## config.mk

```make
export PLATFORM = sky130hd
export DESIGN_NAME = exec_unit
export DESIGN_NICKNAME = d
export VERILOG_FILES = /design/src/common/exec_pkg.sv /design/src/hw/exec_unit.sv /design/src/hw/retire_stage.sv /design/src/hw/operand_select.sv /design/src/hw/reg_file.sv /design/src/hw/alu/alu.sv
export VERILOG_INCLUDE_DIRS = /design/src /design/src/common
export SDC_FILE = /design/constraint.sdc
export NUM_CORES = 2
export LEC_CHECK = 0
export BUFFER_PORTS_ARGS = -buffer_cell sky130_fd_sc_hd__buf_2
export CORE_MARGIN = 2
export CORE_UTILIZATION = 58
export DETAILED_ROUTE_END_ITERATION = 10
export MAX_ROUTING_LAYER = met4
export PLACE_DENSITY = 0.77
export SLEW_MARGIN = 20
export SYNTH_ARGS = -nofsm -noshare
export SYNTH_HDL_FRONTEND = slang
export SYNTH_SLANG_ARGS = --single-unit
```

## constraint.sdc

```tcl
create_clock -name clk -period 5.6 [get_ports clk]
set_clock_uncertainty 0.05 [all_clocks]
set_input_delay 0.28 -clock clk [delete_from_list [all_inputs] [get_ports clk]]
set_output_delay 0.28 -clock clk [all_outputs]
set_load 0.02 [all_outputs]
```

## src/common/exec_defines.svh

```systemverilog
////////////////////////////////////////////////////////////////////////////
// execute stage sizing macros
// data width, register address width and register count
////////////////////////////////////////////////////////////////////////////

`ifndef EXEC_DEFINES_SVH
`define EXEC_DEFINES_SVH

// datapath width
`define EXEC_DATA_W 32

// register file addressing
`define EXEC_REG_ADDR_W 5
`define EXEC_REG_COUNT 32

`endif
```

## src/common/exec_pkg.sv

```systemverilog
////////////////////////////////////////////////////////////////////////////
// execute stage package
// ALU control code encoding shared by the datapath and the testbench
////////////////////////////////////////////////////////////////////////////

`default_nettype none

package exec_pkg;

	// 7-bit control codes, any other value behaves as a NOP
	typedef enum logic [6:0] {
		alu_nop = 7'h00,  // no operation, zero result
		alu_sll = 7'h04,  // shift left logical
		alu_add = 7'h32,
		alu_sub = 7'h34,
		alu_and = 7'h36,
		alu_or  = 7'h37,
		alu_xor = 7'h38,
		alu_slt = 7'h42   // unsigned set less than
	} alu_op_e;

endpackage

`default_nettype wire

```

## src/hw/exec_unit.sv

```systemverilog
////////////////////////////////////////////////////////////////////////////
// execute stage top
// register file, operand forwarding, ALU and retire register
////////////////////////////////////////////////////////////////////////////

`default_nettype none

`include "exec_defines.svh"

module exec_unit (
	input  logic                         clk,
	input  logic                         rst_n,
	input  logic                         issue,
	input  exec_pkg::alu_op_e            op,
	input  logic [`EXEC_REG_ADDR_W-1:0]  src0,
	input  logic [`EXEC_REG_ADDR_W-1:0]  src1,
	input  logic [`EXEC_REG_ADDR_W-1:0]  dst,
	input  logic [`EXEC_DATA_W-1:0]      imm,
	input  logic                         imm_sel,
	output logic [`EXEC_DATA_W-1:0]      result,
	output logic                         result_valid,
	output logic                         z,
	output logic                         v,
	output logic                         c,
	output logic                         n
);

	logic [`EXEC_DATA_W-1:0]     rd_data0;
	logic [`EXEC_DATA_W-1:0]     rd_data1;
	logic [`EXEC_DATA_W-1:0]     operand0;
	logic [`EXEC_DATA_W-1:0]     operand1;
	logic [`EXEC_DATA_W-1:0]     alu_result;
	logic                        alu_z;
	logic                        alu_v;
	logic                        alu_c;
	logic                        alu_n;
	logic                        wb_en;     // write-back from retire stage
	logic [`EXEC_REG_ADDR_W-1:0] wb_addr;
	logic [`EXEC_DATA_W-1:0]     wb_data;

	reg_file u_reg_file (
		.clk      (clk),
		.rst_n    (rst_n),
		.rd_addr0 (src0),
		.rd_addr1 (src1),
		.rd_data0 (rd_data0),
		.rd_data1 (rd_data1),
		.wr_en    (wb_en),
		.wr_addr  (wb_addr),
		.wr_data  (wb_data)
	);

	operand_select u_operand_select (
		.src0     (src0),
		.src1     (src1),
		.rd_data0 (rd_data0),
		.rd_data1 (rd_data1),
		.imm      (imm),
		.imm_sel  (imm_sel),
		.wb_en    (wb_en),
		.wb_addr  (wb_addr),
		.wb_data  (wb_data),
		.operand0 (operand0),
		.operand1 (operand1)
	);

	alu u_alu (
		.op       (op),
		.operand0 (operand0),
		.operand1 (operand1),
		.result   (alu_result),
		.z        (alu_z),
		.v        (alu_v),
		.c        (alu_c),
		.n        (alu_n)
	);

	retire_stage u_retire_stage (
		.clk          (clk),
		.rst_n        (rst_n),
		.issue        (issue),
		.op           (op),
		.dst          (dst),
		.alu_result   (alu_result),
		.alu_z        (alu_z),
		.alu_v        (alu_v),
		.alu_c        (alu_c),
		.alu_n        (alu_n),
		.result       (result),
		.result_valid (result_valid),
		.z            (z),
		.v            (v),
		.c            (c),
		.n            (n),
		.wb_en        (wb_en),
		.wb_addr      (wb_addr),
		.wb_data      (wb_data)
	);

endmodule

`default_nettype wire

```

## src/hw/retire_stage.sv

```systemverilog
////////////////////////////////////////////////////////////////////////////
// retire stage
// registers result, flags and destination, drives register write-back
////////////////////////////////////////////////////////////////////////////

`default_nettype none

`include "exec_defines.svh"

module retire_stage (
	input  logic                         clk,
	input  logic                         rst_n,
	input  logic                         issue,
	input  exec_pkg::alu_op_e            op,
	input  logic [`EXEC_REG_ADDR_W-1:0]  dst,
	input  logic [`EXEC_DATA_W-1:0]      alu_result,
	input  logic                         alu_z,
	input  logic                         alu_v,
	input  logic                         alu_c,
	input  logic                         alu_n,
	output logic [`EXEC_DATA_W-1:0]      result,
	output logic                         result_valid,
	output logic                         z,
	output logic                         v,
	output logic                         c,
	output logic                         n,
	output logic                         wb_en,
	output logic [`EXEC_REG_ADDR_W-1:0]  wb_addr,
	output logic [`EXEC_DATA_W-1:0]      wb_data
);

	import exec_pkg::*;

	logic                    op_writes;  // listed non-nop codes only
	logic [`EXEC_DATA_W-1:0] result_q;

	assign op_writes = op inside {alu_sll, alu_add, alu_sub, alu_and,
		alu_or, alu_xor, alu_slt};

	always_ff @(posedge clk or negedge rst_n) begin
		if (!rst_n) begin
			result_valid <= 1'b0;
			wb_en        <= 1'b0;
			result_q     <= '0;
			{z, v, c, n} <= 4'b0;
		end else begin
			result_valid <= issue;  // one pulse per issued op
			wb_en        <= issue && op_writes;
			if (issue) begin
				result_q     <= alu_result;
				{z, v, c, n} <= {alu_z, alu_v, alu_c, alu_n};  // held until next issue
			end
		end
	end

	always_ff @(posedge clk) begin
		if (issue) begin
			wb_addr <= dst;
		end
	end

	// one register feeds both the output and the write-back
	assign result  = result_q;
	assign wb_data = result_q;

endmodule

`default_nettype wire

```

## src/hw/operand_select.sv

```systemverilog
////////////////////////////////////////////////////////////////////////////
// operand select
// forwards the retiring result and muxes the immediate onto operand1
////////////////////////////////////////////////////////////////////////////

`default_nettype none

`include "exec_defines.svh"

module operand_select (
	input  logic [`EXEC_REG_ADDR_W-1:0]  src0,
	input  logic [`EXEC_REG_ADDR_W-1:0]  src1,
	input  logic [`EXEC_DATA_W-1:0]      rd_data0,
	input  logic [`EXEC_DATA_W-1:0]      rd_data1,
	input  logic [`EXEC_DATA_W-1:0]      imm,
	input  logic                         imm_sel,   // 1 selects imm for operand1
	input  logic                         wb_en,
	input  logic [`EXEC_REG_ADDR_W-1:0]  wb_addr,
	input  logic [`EXEC_DATA_W-1:0]      wb_data,
	output logic [`EXEC_DATA_W-1:0]      operand0,
	output logic [`EXEC_DATA_W-1:0]      operand1
);

	logic                    fwd0;
	logic                    fwd1;
	logic [`EXEC_DATA_W-1:0] reg_op1;  // operand1 before the imm mux

	// retiring value is not in the file yet, take it from write-back
	assign fwd0 = wb_en && (wb_addr == src0) && (src0 != '0);
	assign fwd1 = wb_en && (wb_addr == src1) && (src1 != '0);

	assign operand0 = fwd0 ? wb_data : rd_data0;
	assign reg_op1  = fwd1 ? wb_data : rd_data1;
	assign operand1 = imm_sel ? imm : reg_op1;

endmodule

`default_nettype wire

```

## src/hw/reg_file.sv

```systemverilog
////////////////////////////////////////////////////////////////////////////
// register file
// two combinational reads, one clocked write, register 0 tied to zero
////////////////////////////////////////////////////////////////////////////

`default_nettype none

`include "exec_defines.svh"

module reg_file (
	input  logic                         clk,
	input  logic                         rst_n,
	input  logic [`EXEC_REG_ADDR_W-1:0]  rd_addr0,
	input  logic [`EXEC_REG_ADDR_W-1:0]  rd_addr1,
	output logic [`EXEC_DATA_W-1:0]      rd_data0,
	output logic [`EXEC_DATA_W-1:0]      rd_data1,
	input  logic                         wr_en,
	input  logic [`EXEC_REG_ADDR_W-1:0]  wr_addr,
	input  logic [`EXEC_DATA_W-1:0]      wr_data
);

	logic [`EXEC_DATA_W-1:0] regs [`EXEC_REG_COUNT];

	always_ff @(posedge clk or negedge rst_n) begin
		if (!rst_n) begin
			for (int i = 0; i < `EXEC_REG_COUNT; i++) begin
				regs[i] <= '0;
			end
		end else if (wr_en && (wr_addr != '0)) begin
			regs[wr_addr] <= wr_data;  // writes to r0 dropped
		end
	end

	// r0 always reads zero
	assign rd_data0 = (rd_addr0 == '0) ? '0 : regs[rd_addr0];
	assign rd_data1 = (rd_addr1 == '0) ? '0 : regs[rd_addr1];

endmodule

`default_nettype wire

```

## src/hw/alu/alu.sv

```systemverilog
////////////////////////////////////////////////////////////////////////////
// behavioral ALU
// add/sub/and/or/xor/slt/sll on two operands with Z, V, C and N flags
////////////////////////////////////////////////////////////////////////////

`default_nettype none

`include "exec_defines.svh"

module alu (
	input  exec_pkg::alu_op_e         op,        // control code
	input  logic [`EXEC_DATA_W-1:0]   operand0,
	input  logic [`EXEC_DATA_W-1:0]   operand1,
	output logic [`EXEC_DATA_W-1:0]   result,
	output logic                      z,         // zero result
	output logic                      v,         // signed overflow
	output logic                      c,         // carry out / no borrow
	output logic                      n          // negative result
);

	import exec_pkg::*;

	localparam int MSB = `EXEC_DATA_W - 1;

	logic [`EXEC_DATA_W:0]   add_sum;     // carry in the top bit
	logic [`EXEC_DATA_W-1:0] sub_diff;
	logic                    add_ovf;
	logic                    sub_ovf;
	logic                    op_known;    // low for NOP and unlisted codes

	assign add_sum  = {1'b0, operand0} + {1'b0, operand1};
	assign sub_diff = operand0 - operand1;

	// same-sign inputs giving a result of the other sign
	assign add_ovf = (operand0[MSB] == operand1[MSB]) &&
		(add_sum[MSB] != operand0[MSB]);

	// opposite-sign inputs where the result sign differs from operand0
	assign sub_ovf = (operand0[MSB] != operand1[MSB]) &&
		(sub_diff[MSB] != operand0[MSB]);

	always_comb begin
		result   = '0;
		v        = 1'b0;
		c        = 1'b0;
		op_known = 1'b1;

		case (op)
			alu_add: begin
				result = add_sum[MSB:0];
				c      = add_sum[`EXEC_DATA_W];
				v      = add_ovf;
			end

			alu_sub: begin
				result = sub_diff;
				c      = (operand0 >= operand1);  // carry means no borrow
				v      = sub_ovf;
			end

			alu_and: begin
				result = operand0 & operand1;
			end

			alu_or: begin
				result = operand0 | operand1;
			end

			alu_xor: begin
				result = operand0 ^ operand1;
			end

			alu_slt: begin
				// unsigned compare, 1 or 0
				result = (operand0 < operand1) ? `EXEC_DATA_W'(1) : '0;
			end

			alu_sll: begin
				result = operand0 << operand1;  // full amount, >= 32 gives 0
			end

			default: begin
				op_known = 1'b0;  // nop output, flags all clear
			end
		endcase

		z = op_known && (result == '0);
		n = result[MSB];
	end

endmodule

`default_nettype wire

```

### Yosys cells after proc, flatten, opt, wreduce, memory -nomap -nowiden

Cells that the tools add are included.

* word-level logic and storage cells: 105
* bits of input ports: 58
* latch bits: 0
* output and inout port bits: 37
* memories: 0
* memory bits (read-only): 0
* register bits after elaboration: 1067
* RAM bits: 0

* mux-type cells: 19
* reduce and logical (&&, ||, !) cells: 18
* divide/modulo/power cells: 0
* add/subtract/negate cells: 2
* $lt $le $gt $ge: 6
* bitwise logic cells: 6
* $mul: 0
* equality and inequality tests: 13
* shifts and indexed selects: 1

Operators with widths (number)
* 1024-bit bitwise mux: 1
* 32-bit binary-select mux with 5-bit select: 2
* 32-bit two-way mux: 10
* 32-bit one-hot mux with 7 select lines: 1
* 32-bit demux with 5-bit select: 1
* 7-bit by 6-bit == test with 1-bit output, second input constant: 5
* 32-bit by 32-bit adder with 33-bit output: 1
* 32-bit AND: 1
* 32-bit >= comparator: 1
* 32-bit logical NOT: 1
* 32-bit less-than comparator: 1
* 32-bit bitwise OR: 1
* 32-bit by 32-bit left shift with 32-bit output: 1
* 32-bit subtractor: 1
* 32-bit XOR: 1
* 6-bit >= comparator, second input constant: 3
* 5-bit inverter with 6-bit output: 3
* 5-bit nonzero test: 3
* 5-bit == test: 2
* 1-bit logical AND: 10
* 5-bit logical NOT: 2
* 7-bit by 3-bit == test with 1-bit output, second input constant: 1
* 7-bit == test, second input constant: 1
* 7-bit nonzero test: 1
* other kinds (6): 10

### Longest topological paths before layout

* depth in word-level cells: 12
* mapped depth: 27
* depth with buffers taken out: 20

### Hierarchy

A second synthesis with hierarchy kept.

* cells, all modules: 5029
* area total of the unflattened synthesis: 65469.0 um^2

Modules (own cells, without submodules)
* reg_file: cells each 3621, area an instance 54369.6 um^2, times used 1, seq. area each 25624.6 um^2
* alu: cells each 1099, area an instance 7611.0 um^2, times used 1, seq. area each 0.0 um^2
* retire_stage: cells each 127, area an instance 1868.0 um^2, times used 1, seq. area each 1101.1 um^2
* operand_select: cells each 182, area an instance 1620.3 um^2, times used 1, seq. area each 0.0 um^2

### Least setup slack after synthesis

No wires, ideal clock.

* path type: input to register
* start point: input src1[0]
* end point: register u_retire_stage.z
* setup slack: -0.530 ns
* arrival: 6.012 ns
* library setup time: 0.068 ns
* stages: 24
* path buffers: 6
* path through: buf_6 > buf_12 > buf_8 > buf_8 > buf_6 > mux2i_1 > o22ai_1 > a2111oi_0 > a21oi_1 > a222oi_1 > ha_1 > clkbuf_1 > or3_1 > or4_1 > or3_1 > a31o_2 > a211oi_1 > nor2_1 > a221oi_1 > a21oi_1 > a311o_1 > or4_1 > nor4_1 > a32o_1

* word-level cells in the longest chain between the ends: 12
* elaborated cells between the ends (all ways): 23

RTL lines
* from (decl): RTL line exec_unit.sv:16 `` input logic [`EXEC_REG_ADDR_W-1:0] src1, ``
* 5-bit inverter with 6-bit output (not written as such): RTL line reg_file.sv:36 `assign rd_data1 = (rd_addr1 == '0) ? '0 : regs[rd_addr1];`
* 32-bit binary-select mux with 5-bit select: RTL line reg_file.sv:36
* 32-bit two-way mux (not written as such) (2 in a row): RTL line reg_file.sv:36
* 32-bit two-way mux: RTL line reg_file.sv:36
* 32-bit two-way mux (*): RTL line operand_select.sv:33 `assign reg_op1 = fwd1 ? wb_data : rd_data1;`
* 32-bit two-way mux (*): RTL line operand_select.sv:34 `assign operand1 = imm_sel ? imm : reg_op1;`
* 32-bit less-than comparator: RTL line alu.sv:75 `` result = (operand0 < operand1) ? `EXEC_DATA_W'(1) : '0; ``
* 1-bit two-way mux: RTL line alu.sv:75
* 32-bit one-hot mux with 7 select lines (*): RTL line alu.sv:48 `case (op)`
* 32-bit logical NOT (*): RTL line alu.sv:87 `z = op_known && (result == '0);`
* 1-bit logical AND (*): RTL line alu.sv:87
* to (signal assigned): RTL line retire_stage.sv:51 `{z, v, c, n} <= {alu_z, alu_v, alu_c, alu_n};`
* to (decl): RTL line retire_stage.sv:23 `output logic z,`

Mark *: on every way between the ends. The rest lies on a longest branch, timed or not. The select of a mux whose other input is x is not followed.
A chain may end at the register's enable or synchronous reset.

### Worst setup path after layout

* start point: register u_retire_stage.wb_addr[4]
* end point: register u_retire_stage.z

* word-level cells in the longest chain between the ends: 10
* elaborated cells between the ends (all ways): 20

RTL lines
* from (decl): RTL line retire_stage.sv:28 `` output logic [`EXEC_REG_ADDR_W-1:0] wb_addr, ``
* from (signal assigned): RTL line retire_stage.sv:58 `wb_addr <= dst;`
* 5-bit == test: RTL line operand_select.sv:30 `assign fwd1 = wb_en && (wb_addr == src1) && (src1 != '0);`
* 1-bit logical AND (2 in a row): RTL line operand_select.sv:30
* 32-bit two-way mux: RTL line operand_select.sv:33
* 32-bit two-way mux: RTL line operand_select.sv:34
* 32-bit less-than comparator: RTL line alu.sv:75
* 1-bit two-way mux: RTL line alu.sv:75
* 32-bit one-hot mux with 7 select lines (*): RTL line alu.sv:48
* 32-bit logical NOT (*): RTL line alu.sv:87
* 1-bit logical AND (*): RTL line alu.sv:87

Mark *: on every way between the ends. The rest lies on a longest branch, timed or not.

==> impl_metrics.csv <==
group,metric,value,unit
sta,fmax,0.168,GHz
sta,finalHoldViolations,0,
sta,slew_viol_final,0,
routing,routed_wl,243,mm
clock_network,cts_tree,"built",
routing,route.detailed.drc,0,
routing,ant_nets,0,
critical_path,setup.worst_path.class,"flip-flop to flip-flop",
outcome,violations,"negative setup slack",
sta,rsz0062_at_grt,"true",
sta,setup_slack,-0.349,ns
placed_design,place_inst,6696,
power_and_ir_drop,p_sw,5.33,mW
critical_path,cp_max_fo,4,
routing,wl_per_cell,35.0,um
yosys,synthesis.area,63600,um^2
clock_network,clkSinkCount,1066,
power_and_ir_drop,vdd_drop_max,0.233,mV
yosys,yosysSeqAreaShare,42.0,%
min_path,hp-class,"input pin to flip-flop",
placed_design,port_buffers,94,
grt,track_usage,44.4,%
finish,final_cells,6941,
sta,whs,0.0751,ns
clock_network,cts_root_buf,"clkbuf_16",
yosys,synth_edf_count,5,
placed_design,place_congestion,1.04,
grt,grt_max_degree,161,
routing,firstDrtPassIters,9,
clock_network,cts_buffers,110,
yosys,synth_seq_cells,1066,
yosys,synthDistinctLibCells,102,
critical_path,startpoint_type,"flip-flop",
floorplanning,dieArea,112000,um^2
sta,min_period,5.95,ns
routing,vias,51956,
power_and_ir_drop,intPower,13.6,mW
power_and_ir_drop,pwr-share-clk,41.3,%
sta,finalSetupViolCount,6,
finish,fin_nets,5593,
power_and_ir_drop,cellPowerDensity,251,nW/um^2
placed_design,hpwlAfterDp,160,mm
yosys,yosys_warnings,0,
yosys,syn_nets,5033,
grt,overflow,0,
grt,antenna_found_initial,5,
finish,syn2layout_area_growth,18.4,%
outcome,status,"finished with violations",
power_and_ir_drop,seqPwrFrac,42.9,%
placed_design,place_area,70500,um^2
floorplanning,row_count,121,
floorplanning,ios,95,
yosys,synthFlopType,"dfrtp_1",
critical_path,crit_required,6.24,ns
clock_network,clock_path_buffers,3,
finish,final_area,75300,um^2
sta,finalSetupTns,-0.986,ns
sta,slew_headroom,17.4,%
critical_path,worstPathArrival,6.59,ns
routing,drt_iter0_markers,7633,
finish,drive_above_1_share,49.8,%
floorplanning,core,109000,um^2
yosys,syn_inst,4873,
clock_network,clk_latency,0.75,ns
floorplanning,start_util,58.5,%
critical_path,end_kind,"flip-flop",
routing,vias_per_cell,7.49,
power_and_ir_drop,pwr-share-comb,15.8,%
power_and_ir_drop,leakage,35.6,nW
yosys,avgSynthCellArea,13.1,um^2
sta,period_share,106,%
grt,grt_pass1_wl,353,mm
clock_network,clk_pin_slew,0.07,ns
power_and_ir_drop,switching_share,28.1,%
floorplanning,die_w,335,um
floorplanning,die_h,335,um
grt,grt_pass1_vias,52008,
clock_network,htree_levels,3,
sta,tightestPinTransition,1.24,ns
placed_design,post-place-ws,-1.29,ns
flow_run,drv_cap,0,
yosys,synth-async-reset-ratio,99.5,%
[final cells by class]
class | instances | area (um^2)
Clock inverter | 46 | 663
Tap cell | 1414 | 1770
Multi-Input combinational cell | 3179 | 34800
Sequential cell | 1066 | 26700
Inverter | 109 | 409
Antenna cell | 7 | 17.5
Clock buffer | 153 | 3140
Timing Repair Buffer | 967 | 7800
Fill cell | 7247 | 33500
[path summary, 6_finish.rpt]
check                                          startpoint                    end  slack [ns]  cells after the start
min in group asynchronous                           rst_n   u_reg_file.regs[525]        0.22                      2
worst min-delay path                                issue   u_retire_stage.wb_en        0.08                      4
max in group asynchronous                           rst_n   u_reg_file.regs[151]        3.79                      3
worst min register to register      u_reg_file.regs[1012]  u_reg_file.regs[1012]        0.35                      0
worst max-delay path            u_retire_stage.wb_addr[4]       u_retire_stage.z       -0.35                     22
worst max register to register  u_retire_stage.wb_addr[4]       u_retire_stage.z       -0.35                     22
[per-layer routing]
layer  global-route usage (%)  routed length, um  vias to the layer above
met1                     56.4              86300                    26362
met2                     60.9             102000                     4295
met3                     16.5              36400                     1208
met5                        -                  0                        -
li1                         -                  -                    20091
met4                     25.6              17700                        0
[metrics by stage]
step	total power [mW]	util, %
final	18.9	69.2
after floorplan	9.70	-
after global placement	11.0	64.7
after detailed placement	11.0	64.7
after CTS	18.8	68.8
after global routing	19.4	69.2
[flip-flops by register name, indices dropped and copies added, names as in the netlist]
register and cells:
u_retire_stage.v 1, u_retire_stage.wb_en 1, u_retire_stage.wb_addr 5, u_retire_stage.result_valid 1, u_reg_file.regs 1024, u_retire_stage.z 1
u_retire_stage.n 1, u_retire_stage.c 1, u_retire_stage.result 31
[cells by family (layout without fill, tap and decap cells)]
group                      Yosys count  after routing  synth area share [%]
AOI/OAI and AO/OA                  850            850                  9.96
other                                0              7                     0
adders and majority gates          102            102                  2.03
buffers and inverters              628           1275                  4.69
and+or+nand+nor                    519            519                  4.11
DFF                               1066           1066                  42.0
xor gates and xnor gates            15             15                 0.206
muxes                             1693           1693                  37.0
[cell usage in the layout, fill, tap and decap left out, types with 13 or more instances in the layout]
cell       synthesis  layout
clkbuf_8           0      23
o21ai_0          106      98
buf_4             29     806
nor2_4             1      15
nand3_1           25      25
buf_2             52      88
a22o_1            88      88
a211o_1           29      29
ha_1             100      94
dfrtp_1         1061    1061
clkbuf_1         339      20
mux4_2           408     408
nand4_1           30      30
a2111oi_0         30      18
inv_1            107     106
mux2i_1          245     245
a21o_1            20      20
o22ai_1           49      49
o221ai_1          73      71
nor2_1           134     118
nand2_2            0      14
a211oi_1          28      24
mux2_2          1024    1023
clkbuf_16          0     110
nand2_1          136     122
a21oi_1          127     116
mux4_1            14      14
nor4_1            23      19
o31ai_1           21      18
clkinv_2           0      19
a22oi_1           36      35
a32oi_1           23      23
and2_1            15      13
nor3_1            39      33
buf_12             9      49
a41oi_1           13      13
a221oi_1          49      42
[critical path, cell delays in order, from the launching register on]
cell and delay [ns]:
edfxtp_1 0.50, xnor2_2 0.30, nand4_1 0.13, buf_4 0.17, buf_4 0.15, o21a_4 0.25
a222oi_1 0.32, buf_4 0.20, ha_4 0.20, or3_4 0.39, or4_4 0.54, or3_4 0.37
a31o_4 0.26, a211oi_4 0.31, o31a_1 0.23, o41a_1 0.23, buf_4 0.15, a2bb2oi_2 0.12
a22oi_1 0.07, a211o_1 0.27, a2111oi_2 0.34, buf_4 0.16, a32o_1 0.16
[timing repair]
item | CTS | global route
hold endpoints to repair | 110 | 0
pin swaps | 28 | 41
setup buffers | 21 | 15
setup endpoints to repair | 15 | 15
gates cloned | 1 | 0
resized for setup | 70 | 74
hold buffers | 6 | 0
[Yosys cell counts (73+ instances only)]
cell | n | share of area, %
a22o_1 | 88 | 1.2
clkbuf_1 | 339 | 2.0
mux2_2 | 1024 | 18
nand2_1 | 136 | 0.80
mux2i_1 | 245 | 3.9
o221ai_1 | 73 | 1.0
inv_1 | 107 | 0.63
a21oi_1 | 127 | 1.0
mux4_2 | 408 | 14
o21ai_0 | 106 | 0.83
dfrtp_1 | 1061 | 42
ha_1 | 100 | 2.0
nor2_1 | 134 | 0.79
[power by group through the flow]
stage / Combinational, mW / Sequential (mW) / Clock (mW)
floorplan: 1.48 / 8.21 / 0
global placement: 2.75 / 8.22 / 0
detailed placement: 2.79 / 8.24 / 0
CTS: 2.86 / 8.10 / 7.81
global route: 3.12 / 8.13 / 8.14
finish: 2.99 / 8.12 / 7.82
(Power assumes the default switching activity.)
